<file path="config.mk">
export PLATFORM = sky130hd
export DESIGN_NAME = svc_top
export DESIGN_NICKNAME = d
export VERILOG_FILES = /design/src/hdl/svc_pkg.sv /design/src/hdl/svc_cmd_decoder.sv /design/src/hdl/svc_override_regs.sv /design/src/hdl/svc_reset_timer.sv /design/src/hdl/svc_top.sv
export VERILOG_INCLUDE_DIRS = /design/src /design/src/hdl
export SDC_FILE = /design/constraint.sdc
export NUM_CORES = 1
export LEC_CHECK = 0
export BUFFER_PORTS_ARGS = -buffer_cell sky130_fd_sc_hd__clkbuf_2
export CORE_MARGIN = 2
export CORE_UTILIZATION = 50
export DETAILED_ROUTE_END_ITERATION = 12
export GPL_TIMING_DRIVEN = 0
export PLACE_DENSITY = 0.72
export SETUP_SLACK_MARGIN = 0.5
export SYNTH_ARGS = -nofsm -noshare
export SYNTH_HDL_FRONTEND = slang
export SYNTH_SLANG_ARGS = --single-unit
</file>
<file path="constraint.sdc">
create_clock -name clk -period 1.65 [get_ports clk]
set_input_delay 0.495 -clock clk [delete_from_list [all_inputs] [get_ports clk]]
set_output_delay 0.495 -clock clk [all_outputs]
set_load 0.05 [all_outputs]
</file>
<file path="src/hdl/svc_settings.svh">
/*
  Test-service controller settings
  Command byte codes and the sub-reset hold length
*/
`ifndef SVC_SETTINGS_SVH
`define SVC_SETTINGS_SVH

// --------------------
// Command codes, the high nibble is the group
// --------------------

// AXI user override of the fuse controller write path
`define SVC_CMD_AWUSER_CORE     8'h10
`define SVC_CMD_AWUSER_MCU      8'h11
`define SVC_CMD_AWUSER_RELEASE  8'h12

// Zeroization overrides
`define SVC_CMD_ZEROIZE_ON      8'h20
`define SVC_CMD_ZEROIZE_OFF     8'h21
`define SVC_CMD_ZEROIZE_RELEASE 8'h22

// Life-cycle token and PPD overrides
`define SVC_CMD_LC_TOKENS       8'h30
`define SVC_CMD_RMA_SCRAP_PPD   8'h31

// Escalation triggers
`define SVC_CMD_FC_ESCALATE     8'h40
`define SVC_CMD_LC_ESCALATE0    8'h41
`define SVC_CMD_LC_ESCALATE1    8'h42

// Clock group, low two bits pick 500, 160, 400 or 1000 MHz
`define SVC_GRP_CLK             4'h5

// Fault injection
`define SVC_CMD_FAULT_DIGEST    8'h60
`define SVC_CMD_FAULT_BUS_ECC   8'h61

// Fuse and life-cycle controller reset
`define SVC_CMD_SUB_RESET       8'h70
`define SVC_RST_HOLD_CYCLES     11

`endif

</file>
<file path="src/hdl/svc_pkg.sv">
/*
  Test-service controller types
  Command byte views, the decoded event and the override bundle
*/
package svc_pkg;

  // Nibble view of a command byte
  typedef struct packed {
    logic [3:0] grp;
    logic [3:0] arg;
  } svc_cmd_fields_t;

  // Exact codes compare against raw, the clock group is read by nibbles
  typedef union packed {
    logic [7:0]      raw;
    svc_cmd_fields_t fields;
  } svc_cmd_u;

  // One decoded command, at most one strobe is set per event
  typedef struct packed {
    logic       awuser_core;
    logic       awuser_mcu;
    logic       awuser_release;
    logic       zeroize_on;
    logic       zeroize_off;
    logic       zeroize_release;
    logic       lc_tokens;
    logic       rma_scrap_ppd;
    logic       fc_escalate;
    logic       lc_escalate0;
    logic       lc_escalate1;
    logic       fault_digest;
    logic       fault_bus_ecc;
    logic       freq_load;
    logic [1:0] freq_code;
    logic       sub_reset;
  } svc_event_t;

  // Override controls read by the rest of the subsystem
  typedef struct packed {
    logic       awuser_ovr_en;
    logic       awuser_sel_mcu;
    logic       zeroize_ovr_en;
    logic       zeroize_val;
    logic       tokens_ovr_en;
    logic       rma_scrap_ppd;
    logic       fc_escalate;
    logic       lc_escalate0;
    logic       lc_escalate1;
    logic       digest_fault;
    logic       bus_ecc_fault;
    logic [1:0] freq_sel;
  } svc_override_t;

endpackage

</file>
<file path="src/hdl/svc_cmd_decoder.sv">
/*
  Service command decoder
  Captures a strobed command byte and turns it into a one-cycle event
*/
`timescale 1ns/10ps
`include "svc_settings.svh"

module svc_cmd_decoder
  import svc_pkg::*;
(
  input  logic       clk,
  input  logic       cptra_rst_b,
  input  logic       cmd_valid_i,
  input  svc_cmd_u   cmd_i,
  output svc_event_t event_o
);

  logic       cmd_vld_q;
  svc_cmd_u   cmd_q;
  svc_event_t event_d;
  svc_event_t event_q;

  // --------------------
  // Command capture
  // --------------------
  always_ff @(posedge clk or negedge cptra_rst_b) begin
    if (!cptra_rst_b) begin
      cmd_vld_q <= 1'b0;
    end else begin
      cmd_vld_q <= cmd_valid_i;
    end
  end

  always_ff @(posedge clk) begin
    if (cmd_valid_i) begin
      cmd_q <= cmd_i;
    end
  end

  // --------------------
  // Decode
  // --------------------
  always_comb begin
    event_d = '0;
    if (cmd_vld_q) begin
      case (cmd_q.raw)
        `SVC_CMD_AWUSER_CORE:     event_d.awuser_core     = 1'b1;
        `SVC_CMD_AWUSER_MCU:      event_d.awuser_mcu      = 1'b1;
        `SVC_CMD_AWUSER_RELEASE:  event_d.awuser_release  = 1'b1;
        `SVC_CMD_ZEROIZE_ON:      event_d.zeroize_on      = 1'b1;
        `SVC_CMD_ZEROIZE_OFF:     event_d.zeroize_off     = 1'b1;
        `SVC_CMD_ZEROIZE_RELEASE: event_d.zeroize_release = 1'b1;
        `SVC_CMD_LC_TOKENS:       event_d.lc_tokens       = 1'b1;
        `SVC_CMD_RMA_SCRAP_PPD:   event_d.rma_scrap_ppd   = 1'b1;
        `SVC_CMD_FC_ESCALATE:     event_d.fc_escalate     = 1'b1;
        `SVC_CMD_LC_ESCALATE0:    event_d.lc_escalate0    = 1'b1;
        `SVC_CMD_LC_ESCALATE1:    event_d.lc_escalate1    = 1'b1;
        `SVC_CMD_FAULT_DIGEST:    event_d.fault_digest    = 1'b1;
        `SVC_CMD_FAULT_BUS_ECC:   event_d.fault_bus_ecc   = 1'b1;
        `SVC_CMD_SUB_RESET:       event_d.sub_reset       = 1'b1;
        default: begin
          // Any byte in the clock group loads a frequency code
          if (cmd_q.fields.grp == `SVC_GRP_CLK) begin
            event_d.freq_load = 1'b1;
            event_d.freq_code = cmd_q.fields.arg[1:0];
          end
        end
      endcase
    end
  end

  always_ff @(posedge clk or negedge cptra_rst_b) begin
    if (!cptra_rst_b) begin
      event_q <= '0;
    end else begin
      event_q <= event_d;
    end
  end

  assign event_o = event_q;

endmodule

</file>
<file path="src/hdl/svc_override_regs.sv">
/*
  Service override registers
  Sticky override state updated by decoded events, with the clock
  frequency select gated by bypass acknowledge
*/
`timescale 1ns/10ps

module svc_override_regs
  import svc_pkg::*;
(
  input  logic          clk,
  input  logic          cptra_rst_b,
  input  svc_event_t    event_i,
  input  logic          clk_byp_ack_i,
  output svc_override_t ovr_o
);

  svc_override_t ovr_q;

  // --------------------
  // Override state
  // --------------------
  always_ff @(posedge clk or negedge cptra_rst_b) begin
    if (!cptra_rst_b) begin
      ovr_q <= '0;
    end else begin
      // AXI user source, a set command also picks the source
      if (event_i.awuser_core || event_i.awuser_mcu) begin
        ovr_q.awuser_ovr_en  <= 1'b1;
        ovr_q.awuser_sel_mcu <= event_i.awuser_mcu;
      end else if (event_i.awuser_release) begin
        ovr_q.awuser_ovr_en <= 1'b0;
      end

      // Zeroization, on and off both take over the signal
      if (event_i.zeroize_on) begin
        ovr_q.zeroize_ovr_en <= 1'b1;
        ovr_q.zeroize_val    <= 1'b1;
      end else if (event_i.zeroize_off) begin
        ovr_q.zeroize_ovr_en <= 1'b1;
        ovr_q.zeroize_val    <= 1'b0;
      end else if (event_i.zeroize_release) begin
        ovr_q.zeroize_ovr_en <= 1'b0;
      end

      // Set-only bits, these hold until the next subsystem reset
      ovr_q.tokens_ovr_en <= ovr_q.tokens_ovr_en | event_i.lc_tokens;
      ovr_q.rma_scrap_ppd <= ovr_q.rma_scrap_ppd | event_i.rma_scrap_ppd;
      ovr_q.fc_escalate   <= ovr_q.fc_escalate   | event_i.fc_escalate;
      ovr_q.lc_escalate0  <= ovr_q.lc_escalate0  | event_i.lc_escalate0;
      ovr_q.lc_escalate1  <= ovr_q.lc_escalate1  | event_i.lc_escalate1;
      ovr_q.digest_fault  <= ovr_q.digest_fault  | event_i.fault_digest;
      ovr_q.bus_ecc_fault <= ovr_q.bus_ecc_fault | event_i.fault_bus_ecc;

      // Stored frequency code, kept even while bypass is not acknowledged
      if (event_i.freq_load) begin
        ovr_q.freq_sel <= event_i.freq_code;
      end
    end
  end

  // --------------------
  // Output
  // --------------------

  // The external clock only applies once the life-cycle controller
  // acknowledges bypass, otherwise the default 500 MHz code is shown
  always_comb begin
    ovr_o = ovr_q;
    if (!clk_byp_ack_i) begin
      ovr_o.freq_sel = 2'b00;
    end
  end

endmodule

</file>
<file path="src/hdl/svc_reset_timer.sv">
/*
  Sub-reset timer
  Drives a counted active-low reset pulse to the fuse and life-cycle
  controllers
*/
`timescale 1ns/10ps
`include "svc_settings.svh"

module svc_reset_timer
  import svc_pkg::*;
(
  input  logic       clk,
  input  logic       cptra_rst_b,
  input  svc_event_t event_i,
  output logic       sub_rst_b_o
);

  localparam int HOLD  = `SVC_RST_HOLD_CYCLES;
  localparam int CNT_W = $clog2(HOLD);

  logic             active_q;
  logic [CNT_W-1:0] cnt_q;

  // Count down the remaining low cycles, a request during the pulse is dropped
  always_ff @(posedge clk or negedge cptra_rst_b) begin
    if (!cptra_rst_b) begin
      active_q <= 1'b0;
      cnt_q    <= '0;
    end else if (active_q) begin
      if (cnt_q == '0) begin
        active_q <= 1'b0;
      end else begin
        cnt_q <= cnt_q - 1'b1;
      end
    end else if (event_i.sub_reset) begin
      active_q <= 1'b1;
      cnt_q    <= CNT_W'(HOLD - 1);
    end
  end

  assign sub_rst_b_o = ~active_q;

endmodule

</file>
<file path="src/hdl/svc_top.sv">
/*
  Test-service controller top level
  Decoder, override registers and sub-reset timer
*/
`timescale 1ns/10ps

module svc_top
  import svc_pkg::*;
(
  input  logic          clk,
  input  logic          cptra_rst_b,
  input  logic          cmd_valid_i,
  input  logic [7:0]    cmd_i,
  input  logic          clk_byp_ack_i,
  output svc_override_t ovr_o,
  output logic          sub_rst_b_o
);

  svc_cmd_u   cmd_u;
  svc_event_t svc_event;

  assign cmd_u = cmd_i;

  // --------------------
  // Input side
  // --------------------
  svc_cmd_decoder svc_cmd_decoder_inst (
    .clk         (clk),
    .cptra_rst_b (cptra_rst_b),
    .cmd_valid_i (cmd_valid_i),
    .cmd_i       (cmd_u),
    .event_o     (svc_event)
  );

  // --------------------
  // Override state and reset pulse
  // --------------------
  svc_override_regs svc_override_regs_inst (
    .clk           (clk),
    .cptra_rst_b   (cptra_rst_b),
    .event_i       (svc_event),
    .clk_byp_ack_i (clk_byp_ack_i),
    .ovr_o         (ovr_o)
  );

  svc_reset_timer svc_reset_timer_inst (
    .clk         (clk),
    .cptra_rst_b (cptra_rst_b),
    .event_i     (svc_event),
    .sub_rst_b_o (sub_rst_b_o)
  );

endmodule

</file>
# Word-level counts from Yosys, hierarchy flattened
# Cells that the tools add are included.
word_totals:
  out_inout_bits: 14
  reg_bits: 44
  word_cells: 95
  in_bits: 12
op_classes:
  bitwise_logic: 8
  mux: 30
  reduce_logical: 8
  addsub: 1
  n_eq_ne: 16
op_table:
  columns: ["cell", "count"]
  rows:
  - ["== test 8 x 7 -> 1 bit, second input constant", 6]
  - ["== test 8 x 6 -> 1 bit, second input constant", 5]
  - ["== test 8 x 5 -> 1 bit, second input constant", 3]
  - ["2-to-1 mux 1 bit", 22]
  - ["2-to-1 mux 17 bit", 1]
  - ["OR reduction 14 bit", 1]
  - ["2-to-1 mux 4 bit", 3]
  - ["OR 1 bit", 7]
  - ["2-to-1 mux 3 bit", 2]
  - ["nonzero test 2 bit", 3]
  - ["== test 4 x 3 -> 1 bit, second input constant", 1]
  - ["zero test 4 bit", 1]
  - ["2-to-1 mux 2 bit", 2]
  - ["subtractor 4 x 1 -> 4 bit, second input constant", 1]
  - ["nonzero test 3 bit", 1]
  - ["inequality test 2 bit, second input constant", 1]
  - ["AND reduction 2 bit", 1]
  - ["logical OR 1 bit", 1]
  - ["inverter 1 bit", 1]

# Depth between registers and ports, before layout
# Gate-level depths: netlist of the first run.
logic_depth:
  word_depth: 4
  depth_mapped: 5
  ltp_nobuf: 5

# Cells and area by module
# A second synthesis of the first run with hierarchy kept.
hier_totals:
  hier_cells: 127
  area_unflattened_um2: 1712.9
modules_own_cells:
  columns: ["module", "area_each_um2", "seq_area_each_um2", "cells_per_inst", "instances"]
  rows:
  - ["svc_cmd_decoder", 915.9, 690.7, 57, 1]
  - ["svc_override_regs", 541.8, 325.3, 45, 1]
  - ["svc_reset_timer", 255.2, 125.1, 25, 1]

# Worst setup path before layout of the first run
# Ideal clock, no wire load.
synth_timing:
  path_kind: "input port to output port"
  start: "input clk_byp_ack_i"
  end: "output ovr_o[0] (netlist name)"
  required_time_ps: 1155
  t_arrival_ps: 902
  slack_ps: 253
  n_path_buf: 0
  path_stages: 1
  path_cell_list: "and2_1"
synth_via:
  elab_chain_len: 1
synth_rtl:
  columns: ["element", "line", "text"]
  rows:
  - ["start: declaration", "svc_top.sv:14", "input logic clk_byp_ack_i,"]
  - ["2-to-1 mux 2 bit", "svc_override_regs.sv:70", "if (!clk_byp_ack_i) begin"]
  - ["end: declaration", "svc_top.sv:15", "output svc_override_t ovr_o,"]
# No other way between the ends.

# Worst setup path after layout of the first run
layout_timing:
  start: "register svc_override_regs_inst.ovr_q (netlist bit svc_override_regs_inst.ovr_o[11])"
  end: "output ovr_o[11] (netlist name)"
layout_lines:
  columns: ["element", "line", "text"]
  rows:
  - ["start: declaration", "svc_override_regs.sv:18", "svc_override_t ovr_q;"]
# No word-level cell between the ends.

==> results of run 1 <==
## path summary, 6_finish.rpt
kind                                                       start                               to  slack [ns]  cells past startpoint
max in group asynchronous                            cptra_rst_b  svc_override_regs_inst.ovr_o[7]        0.92                      1
worst max-delay path            svc_override_regs_inst.ovr_o[11]                        ovr_o[11]        0.09                      2
worst max register to register     svc_reset_timer_inst.cnt_q[1]    svc_reset_timer_inst.cnt_q[1]        0.29                      5
worst min-delay path                                 cptra_rst_b  svc_cmd_decoder_inst.event_o[1]        0.21                      1
worst min register to register   svc_cmd_decoder_inst.event_o[8]  svc_override_regs_inst.ovr_o[6]        0.45                      1
min in group clk                                        cmd_i[5]    svc_cmd_decoder_inst.cmd_q[5]        0.31                      1
## registers in the layout, indices dropped and copies added, names as in the netlist
| name | flops |
|---|---|
| svc_override_regs_inst.ovr_q | 2 |
| svc_reset_timer_inst.cnt_q | 4 |
| svc_cmd_decoder_inst.event_o | 17 |
| svc_reset_timer_inst.active_q | 1 |
| svc_override_regs_inst.ovr_o | 11 |
| svc_cmd_decoder_inst.cmd_q | 8 |
| svc_cmd_decoder_inst.cmd_vld_q | 1 |
## power by group through the flow
stage | combinational [mW] | sequential, mW | clock, mW
3_5_place_dp | 0.512 | 1.30 | 0
3_3_place_gp | 0.493 | 1.30 | 0
4_1_cts | 0.775 | 1.29 | 0.531
6_report | 0.850 | 1.29 | 0.524
2_1_floorplan | 0.412 | 1.29 | 0
5_1_grt | 0.905 | 1.30 | 0.596
## worst reg2reg max path: stages, from the launching register on
cell and delay, ns:
sky130_fd_sc_hd__dfrtp_1 0.42, sky130_fd_sc_hd__inv_2 0.09, sky130_fd_sc_hd__ha_4 0.13, sky130_fd_sc_hd__nor3b_4 0.26
sky130_fd_sc_hd__mux2i_1 0.22, sky130_fd_sc_hd__a2bb2oi_1 0.17
## synthesized netlist by cell type, types with 3 or more instances
library cell	number
sky130_fd_sc_hd__and2_1	4
sky130_fd_sc_hd__inv_1	7
sky130_fd_sc_hd__nor3_1	4
sky130_fd_sc_hd__edfxtp_1	8
sky130_fd_sc_hd__nand2b_1	3
sky130_fd_sc_hd__nand2_1	3
sky130_fd_sc_hd__dfrtp_1	36
sky130_fd_sc_hd__or2_2	7
sky130_fd_sc_hd__nor3b_2	3
sky130_fd_sc_hd__nor2_1	16
sky130_fd_sc_hd__buf_4	11
## layer usage
metal	vias up	routed length, µm	GRT usage [%]
met5	-	0	0
met4	0	60	6.687
met3	8	145	7.867
met2	33	1752	32.03
met1	553	1119	17.95
li1	499	-	-
## through the flow
step                      hold slack [ns]  power (mW)
final                              0.2135       2.669
after global routing               0.2720       2.804
after CTS                          0.2369       2.593
after detailed placement           0.4225       1.816
after global placement             0.4188       1.790
after floorplan                    0.1994       1.699
## timing repair
action / in CTS / in global routing
buffers inserted: 10 / 3
gates resized for setup: 57 / 12
endpoints found under the setup margin: 24 / 29
pin swaps: 8 / 2
## cell families after synthesis
logic type,count (synthesis),share of synthesized area [%]
AND/OR/NAND/NOR,49,17.82
flip-flops,44,68.57
buffers and inverters,19,6.767
AO/OA/AOI/OAI,9,3.533
multiplexers,4,2.556
adder cells (fa/ha/maj),1,0.7518
## final cells by class
| cell class | count | area [µm²] |
|---|---|---|
| clock buffer | 8 | 58.81 |
| tap | 44 | 55.05 |
| buffer | 11 | 123.9 |
| timing repair buffer | 38 | 493.0 |
| fill | 202 | 710.7 |
| sequential | 44 | 1141 |
| inverter | 8 | 30.03 |
| multi-input combinational | 63 | 490.5 |
==> impl_results.md, run 1 <==
- Post-DRT Antenna Nets: 0
- Critical Path End Type: output pin
- TritonCTS clock tree: built
- Pre-Repair DR Iteration Count: 4
- Starting utilization of the core area: 53.63%
- Yosys reg bits: 44
- Worst path slowest cell: sky130_fd_sc_hd__dfrtp_1
- Cell breakdown of the critical path: buf_6 > clkbuf_16
- Count of different cell masters after synthesis: 29
- Unrepaired setup endpoints after global routing: true
- Vias post-DR: 1093
- First-pass GRT wire length: 4.581 mm
- Area of the die: 3806 µm²
- Io pins: 26
- Combinational cell fraction of total power: 31.9%
- Cell accounting for the most synthesized area: sky130_fd_sc_hd__dfrtp_1
- Combined global-route utilization of all metal layers: 17.74%
- Power per standard cell area: 1115 nW/µm²
- Hpwl dp: 1.643 mm
- Vias in the first global route: 1093
- Period utilisation layout: 94.77%
- Fmax: 639.5 MHz
- Layout overhead on the synthesized area: 43.76%
- Total grt overflow: 0
- Final Hold Viols: 0
- Post-synth design cell area: 1664 µm²
- Setup WS post-layout: 0.08628 ns
- Share of synthesized flip-flops with an asynchronous set or reset: 81.82%
- Share of total power in sequential cells: 48.5%
- Clock Pin Slew Worst Setup and Hold Paths: 0.11 ns
- Prevailing post-synth register cell: sky130_fd_sc_hd__dfrtp_1
- Min Clock Period, post-route: 1.564 ns
- Highest cell delay on the worst timing path: 0.43 ns
- Proportion of layout cells with a drive suffix above 1: 51.74%
- Worst EP required: 1.15 ns
- Cell area after layout: 2392 µm²
- DRC viols: 0
- Clock latency at the later pin of the worst-skew pair: 0.36 ns
- Max H-tree Level: 2
- Arrival time of the worst setup path: 1.07 ns
- Worst slack at placement: 0.1852 ns
- Finish-stage setup viols: 0
- Number of nets in the synthesized netlist: 139
- Startpoint Class: flop
- CP bufs+invs: 2
- Outcome: completed
- Number of max-slew violations in the final report: 0
- Antenna violations before repair: 0
- Maximum net fanout on the critical path: 2
- Leakage Power: 1.129 nW
- Cell count after synthesis: 126
- Most frequent standard cell in the layout excluding fill and tap cells: sky130_fd_sc_hd__dfrtp_1
- Internal cell power: 1.884 mW
- Vertical die dimension: 61.69 µm
- Post-route setup TNS: 0 ns
- Sum of routed wire length over all layers: 3.078 mm
- HP Class: in2async
- Maximum root-to-sink buffer count: 2
- Relative contribution of the clock network to total power: 19.6%
- Yosys warns: 0
- Core outline area: 3103 µm²
- Area share of the leading cell type in the synthesized netlist: 54.14%
- Syn Area/Cell: 13.21 µm²
- Via-per-instance ratio: 5.060
- Sequential cell area fraction in the yosys report: 68.57%
- Die width: 61.69 µm
- Ranking of synthesized cells by area: sky130_fd_sc_hd__dfrtp_1 (54%), sky130_fd_sc_hd__edfxtp_1 (14%), sky130_fd_sc_hd__buf_4 (5.0%)
- Layout Cells excl Fill: 216
- Worst vdd ir: 0.6240 mV
- Normalized max-slew margin: 45.11%
- Kind of critical path: reg2out
- Max-capacitance violation count: 0
- Sw Share: 29.40%
- Pin count of the biggest net entering global routing: 37
- Cell area after placement: 1868 µm²
- Number of enable-type register cells in the synthesized netlist: 8
- Clock tree sinks: 44
- TritonCTS Buffers: 5
- Gp weighted congestion: 0.7263
- Crit path max-delay family: flip-flops
- Number of I/O port buffers: 25
- Post-layout util: 77.10%
- Placement row count: 20
- Quantity of hold-fixing buffers added after cts: 0
- WL per Instance: 14.25 µm
- Clock Skews: 0.003779 ns
- Cell count after placement: 195
- Number of nets in the layout: 184
- Starting DRT DRC Count: 37
- NetSw: 0.7846 mW
- Worst-Margin Slew: 0.8234 ns
- Buffer cell driving the clock tree root: sky130_fd_sc_hd__clkbuf_4
- Most used cells in the layout excluding fill and tap cells: sky130_fd_sc_hd__dfrtp_1 (36), sky130_fd_sc_hd__clkbuf_16 (13), sky130_fd_sc_hd__buf_4 (13)
- Number of antenna repair diodes: 0
Power figures use the tool's default switching activity.
==> run 2: changes to the inputs <==
==> constraint.sdc (replaced) <==
create_clock -name clk -period 1.65 [get_ports clk]
set_input_delay 0.495 -clock clk [delete_from_list [all_inputs] [get_ports clk]]
set_output_delay 0.495 -clock clk [all_outputs]
set_load 0.01 [all_outputs]
==> impl_results.md, run 2 (synthesized netlist as in run 1, its figures left out) <==
- Outcome: completed
- Worst vdd ir: 0.6133 mV
- Worst path slowest cell: sky130_fd_sc_hd__dfrtp_1
- Clock Pin Slew Worst Setup and Hold Paths: 0.12 ns
- Number of I/O port buffers: 25
- Kind of critical path: reg2out
- Startpoint Class: flop
- Vertical die dimension: 61.69 µm
- Finish-stage setup viols: 0
- Gp weighted congestion: 0.7432
- Normalized max-slew margin: 43.26%
- Quantity of hold-fixing buffers added after cts: 0
- Placement row count: 20
- Tightest hold margin: 0.2307 ns
- FF-to-FF path depth: 5
- Starting utilization of the core area: 53.63%
- Max H-tree Level: 2
- Internal cell power: 1.814 mW
- Via-per-instance ratio: 4.761
- Clock tree sinks: 44
- Sum of routed wire length over all layers: 2.607 mm
- TritonCTS Buffers: 5
- WL per Instance: 11.96 µm
- Buffer cell driving the clock tree root: sky130_fd_sc_hd__clkbuf_4
- Clock Skews: 0.01197 ns
- Worst-Margin Slew: 0.8511 ns
- Total grt overflow: 0
- TritonCTS clock tree: built
- Worst EP required: 1.15 ns
- Relative contribution of the clock network to total power: 21.3%
- Die width: 61.69 µm
- Io pins: 26
- Max-capacitance violation count: 0
- Most used cells in the layout excluding fill and tap cells: sky130_fd_sc_hd__dfrtp_1 (36), sky130_fd_sc_hd__buf_6 (25), sky130_fd_sc_hd__buf_4 (13)
- Number of antenna repair diodes: 0
- Number of nets in the layout: 186
- Fmax: 665.8 MHz
- Combined global-route utilization of all metal layers: 14.85%
- Area of the die: 3806 µm²
- Number of cells on the critical path: 2
- Critical Path End Type: output pin
- Hpwl dp: 1.580 mm
- Share of total power in sequential cells: 52.4%
- Maximum net fanout on the critical path: 2
- Maximum root-to-sink buffer count: 2
- Pre-Repair DR Iteration Count: 4
- Arrival time of the worst setup path: 1.01 ns
- Pin count of the biggest net entering global routing: 37
- Starting DRT DRC Count: 22
- Combinational cell fraction of total power: 26.3%
- Highest cell delay on the worst timing path: 0.40 ns
- Clock latency at the later pin of the worst-skew pair: 0.35 ns
- Cell area after layout: 2230 µm²
- Crit path max-delay family: flip-flops
- HP Class: in2async
- Most frequent standard cell in the layout excluding fill and tap cells: sky130_fd_sc_hd__dfrtp_1
- Antenna violations before repair: 0
- R2R Setup Slk: 0.32 ns
- Flip-flop count of the largest register after layout: 17
- Vias post-DR: 1038
- Layout overhead on the synthesized area: 33.99%
- Period utilisation layout: 91.03%
- Post-route setup TNS: 0 ns
- Post-DRT Antenna Nets: 0
- Cell breakdown of the critical path: and2_1 > clkbuf_2
- Sw Share: 26.39%
- Proportion of layout cells with a drive suffix above 1: 52.30%
- DRC viols: 0
- Final Hold Viols: 0
- Core outline area: 3103 µm²
- First-pass GRT wire length: 3.967 mm
- CP bufs+invs: 1
- Number of max-slew violations in the final report: 0
- NetSw: 0.6503 mW
- Vias in the first global route: 956
- Leakage Power: 1.086 nW
- Min Clock Period, post-route: 1.502 ns
- Unrepaired setup endpoints after global routing: true
- Power per standard cell area: 1105 nW/µm²
- Cell area after placement: 1863 µm²
==> run 2: changes by cell type in the layout (fill, tap and decap cells not counted), sizes merged <==
cell and delta:
buf +14, clkinv +2, clkbuf -14
==> run 2: metal layers <==
layer	track usage [%]	part of all wire [%]	vias up
met5	0	0	-
met4	6.079	1.3	0
met3	5.797	4.6	7
met2	24.66	54	22
met1	17.32	40	508
li1	-	-	501
==> run 2: path summary, 6_finish.rpt <==
| path | from | to |
|---|---|---|
| worst min register to register | svc_cmd_decoder_inst.event_o[11] | svc_override_regs_inst.ovr_o[10] |
| worst max-delay path | svc_override_regs_inst.ovr_q[0] | ovr_o[0] |
| worst max register to register | svc_reset_timer_inst.cnt_q[1] | svc_reset_timer_inst.cnt_q[1] |
| min in group clk | cmd_i[2] | svc_cmd_decoder_inst.cmd_q[2] |
| worst min-delay path | cptra_rst_b | svc_cmd_decoder_inst.event_o[0] |
| max in group asynchronous | cptra_rst_b | svc_override_regs_inst.ovr_o[7] |
==> run 2: area by class of cell <==
cell class,count,area [µm²]
Buffer,11,123.9
Multi-Input combinational cell,63,498.0
Timing Repair Buffer,40,320.3
Clock inverter,2,10.01
Clock buffer,6,51.30
Sequential cell,44,1141
Fill cell,228,873.3
Inverter,8,30.03
Tap cell,44,55.05
==> run 2: power groups by stage <==
stage	clock, mW	sequential [mW]	combinational (mW)
global route	0.595	1.30	0.705
finish	0.526	1.29	0.647
global placement	0	1.30	0.370
detailed placement	0	1.30	0.389
CTS	0.547	1.28	0.462
floorplan	0	1.29	0.286
==> run 2: per-stage QoR <==
stage	util, %	instances	setup WS, ns	power, mW
after floorplan	-	126	0.4353	1.573
after CTS	64.19	211	0.1222	2.289
after global placement	60.04	195	0.3396	1.668
final	71.85	218	0.1481	2.465
after global routing	71.85	218	0.09491	2.604
after detailed placement	60.04	195	0.3155	1.693
==> run 2: what timing repair did <==
| action | in CTS | in global routing |
|---|---|---|
| resized for setup | 3 | 53 |
| pin swaps | 7 | 10 |
| endpoints found under the hold margin | 0 | 0 |
| setup buffers | 8 | 7 |
| setup endpoints to repair | 24 | 32 |
==> run 3: changes to the inputs <==
--- a/config.mk
+++ b/config.mk
@@ -8,10 +8,11 @@
 export LEC_CHECK = 0
 export BUFFER_PORTS_ARGS = -buffer_cell sky130_fd_sc_hd__clkbuf_2
 export CORE_MARGIN = 2
-export CORE_UTILIZATION = 50
+export CORE_UTILIZATION = 54
 export DETAILED_ROUTE_END_ITERATION = 12
 export GPL_TIMING_DRIVEN = 0
-export PLACE_DENSITY = 0.72
+export PLACE_DENSITY = 0.77
+export RECOVER_POWER = 100
 export SETUP_SLACK_MARGIN = 0.5
 export SYNTH_ARGS = -nofsm -noshare
 export SYNTH_HDL_FRONTEND = slang
==> constraint.sdc (replaced) <==
create_clock -name clk -period 1.65 [get_ports clk]
set_input_delay 0.495 -clock clk [delete_from_list [all_inputs] [get_ports clk]]
set_output_delay 0.495 -clock clk [all_outputs]
set_load 0.02 [all_outputs]
==> impl_results.md, run 3 (synthesized netlist as in run 1, its figures left out) <==
- Outcome: completed
- Maximum root-to-sink buffer count: 2
- Vertical die dimension: 59.51 µm
- Flip-flop count of the largest register after layout: 17
- Clock latency at the later pin of the worst-skew pair: 0.34 ns
- Starting utilization of the core area: 55.42%
- Most used cells in the layout excluding fill and tap cells: sky130_fd_sc_hd__dfrtp_1 (36), sky130_fd_sc_hd__clkbuf_4 (13), sky130_fd_sc_hd__buf_8 (13)
- Gp weighted congestion: 0.6608
- Core outline area: 3003 µm²
- Worst vdd ir: 0.7951 mV
- Min Clock Period, post-route: 1.531 ns
- Combined global-route utilization of all metal layers: 17.16%
- Cell area after placement: 1854 µm²
- Placement row count: 20
- Vias in the first global route: 1025
- Sum of routed wire length over all layers: 2.814 mm
- TritonCTS Buffers: 5
- R2R Setup Slk: 0.21 ns
- Post-route setup TNS: 0 ns
- Max-capacitance violation count: 0
- Kind of critical path: reg2out
- Clock Skews: 0.008677 ns
- Power per standard cell area: 1156 nW/µm²
- Final Hold Viols: 0
- HP Class: in2async
- Pin count of the biggest net entering global routing: 37
- Startpoint Class: flop
- Antenna violations before repair: 0
- Proportion of layout cells with a drive suffix above 1: 44.63%
- Finish-stage setup viols: 0
- Unrepaired setup endpoints after global routing: true
- Cell breakdown of the critical path: and2_0 > buf_8
- Leakage Power: 1.066 nW
- Cell area after layout: 2222 µm²
- Pre-Repair DR Iteration Count: 6
- Clock tree sinks: 44
- Maximum net fanout on the critical path: 2
- Number of I/O port buffers: 25
- DRC viols: 0
- Normalized max-slew margin: 43.79%
- Max H-tree Level: 2
- Highest cell delay on the worst timing path: 0.39 ns
- Cell count after placement: 184
- Period utilisation layout: 92.76%
- Fmax: 653.4 MHz
- Layout overhead on the synthesized area: 33.53%
- Critical Path End Type: output pin
- Number of nets in the layout: 189
- Vias post-DR: 1056
- Number of max-slew violations in the final report: 0
- Worst path slowest cell: sky130_fd_sc_hd__dfrtp_1
- Post-DRT Antenna Nets: 0
- Io pins: 26
- Tightest hold margin: 0.2309 ns
- Hpwl dp: 1.654 mm
- Total grt overflow: 0
- Power consumption: 2.568 mW
- Number of antenna repair diodes: 0
- Layout Cells excl Fill: 210
- Arrival time of the worst setup path: 1.04 ns
- WL per Instance: 13.40 µm
- Clock Pin Slew Worst Setup and Hold Paths: 0.12 ns
- Starting DRT DRC Count: 31
- Worst-Margin Slew: 0.8431 ns
- Buffer cell driving the clock tree root: sky130_fd_sc_hd__clkbuf_4
- TritonCTS clock tree: built
- First-pass GRT wire length: 4.388 mm
- Most frequent standard cell in the layout excluding fill and tap cells: sky130_fd_sc_hd__dfrtp_1
- Area of the die: 3541 µm²
- Worst EP required: 1.15 ns
- Die width: 59.51 µm
- Via-per-instance ratio: 5.029
## run 3: critical path: cells and delay by family (launching register included)
family | cells | cell delay [ns]
simple gates | 1 | 0.17
flops | 1 | 0.39
buf+inv | 1 | 0.14
## run 3: per-layer routing
| layer | track usage (%) | wire length, µm |
|---|---|---|
| met5 | 0 | 0 |
| met2 | 27.47 | 1514 |
| met1 | 20.68 | 1177 |
| met4 | 6.984 | 17 |
| met3 | 6.987 | 105 |
## run 3: final timing paths
path,start,end,cells after the start
hold / removal,cptra_rst_b,svc_override_regs_inst.ovr_o[5],1
setup / recovery,svc_override_regs_inst.ovr_q[0],ovr_o[0],2
min in group clk,cmd_i[3],svc_cmd_decoder_inst.cmd_q[3],1
setup reg to reg,svc_reset_timer_inst.cnt_q[0],svc_reset_timer_inst.cnt_q[1],5
hold reg to reg,svc_cmd_decoder_inst.event_o[11],svc_override_regs_inst.ovr_o[10],1
max in group asynchronous,cptra_rst_b,svc_cmd_decoder_inst.event_o[14],1
## run 3: per-stage QoR
stage          setup slack, ns  utilization (%)
6_report                0.1195            74.00
5_1_grt                0.05193            74.00
4_1_cts                 0.1277            72.04
3_5_place_dp            0.2943            61.75
3_3_place_gp            0.3033            61.75
2_1_floorplan           0.4353                -
## run 3: repair_timing
item | in CTS | in global routing
pin swaps | 6 | 5
setup endpoints to repair | 24 | 33
gates resized for setup | 29 | 42
hold buffers | 0 | 0
setup buffers | 12 | 6
## run 3: final cells by class
type                       count  area, µm²
sequential                    44       1141
multi-input combinational     63      449.2
inverter                       8      30.03
buffer                        11      75.07
fill                         186      780.7
timing repair buffer          43      395.4
tap                           33      41.29
clock buffer                   8      90.09
## run 3: power breakdown
group	internal, mW	total [mW]	switching [mW]	leakage, nW
sequential	1.20	1.29	0.0824	0.563
clock	0.342	0.670	0.328	0.0497
combinational	0.353	0.613	0.260	0.453
total	1.90	2.57	0.670	1.07
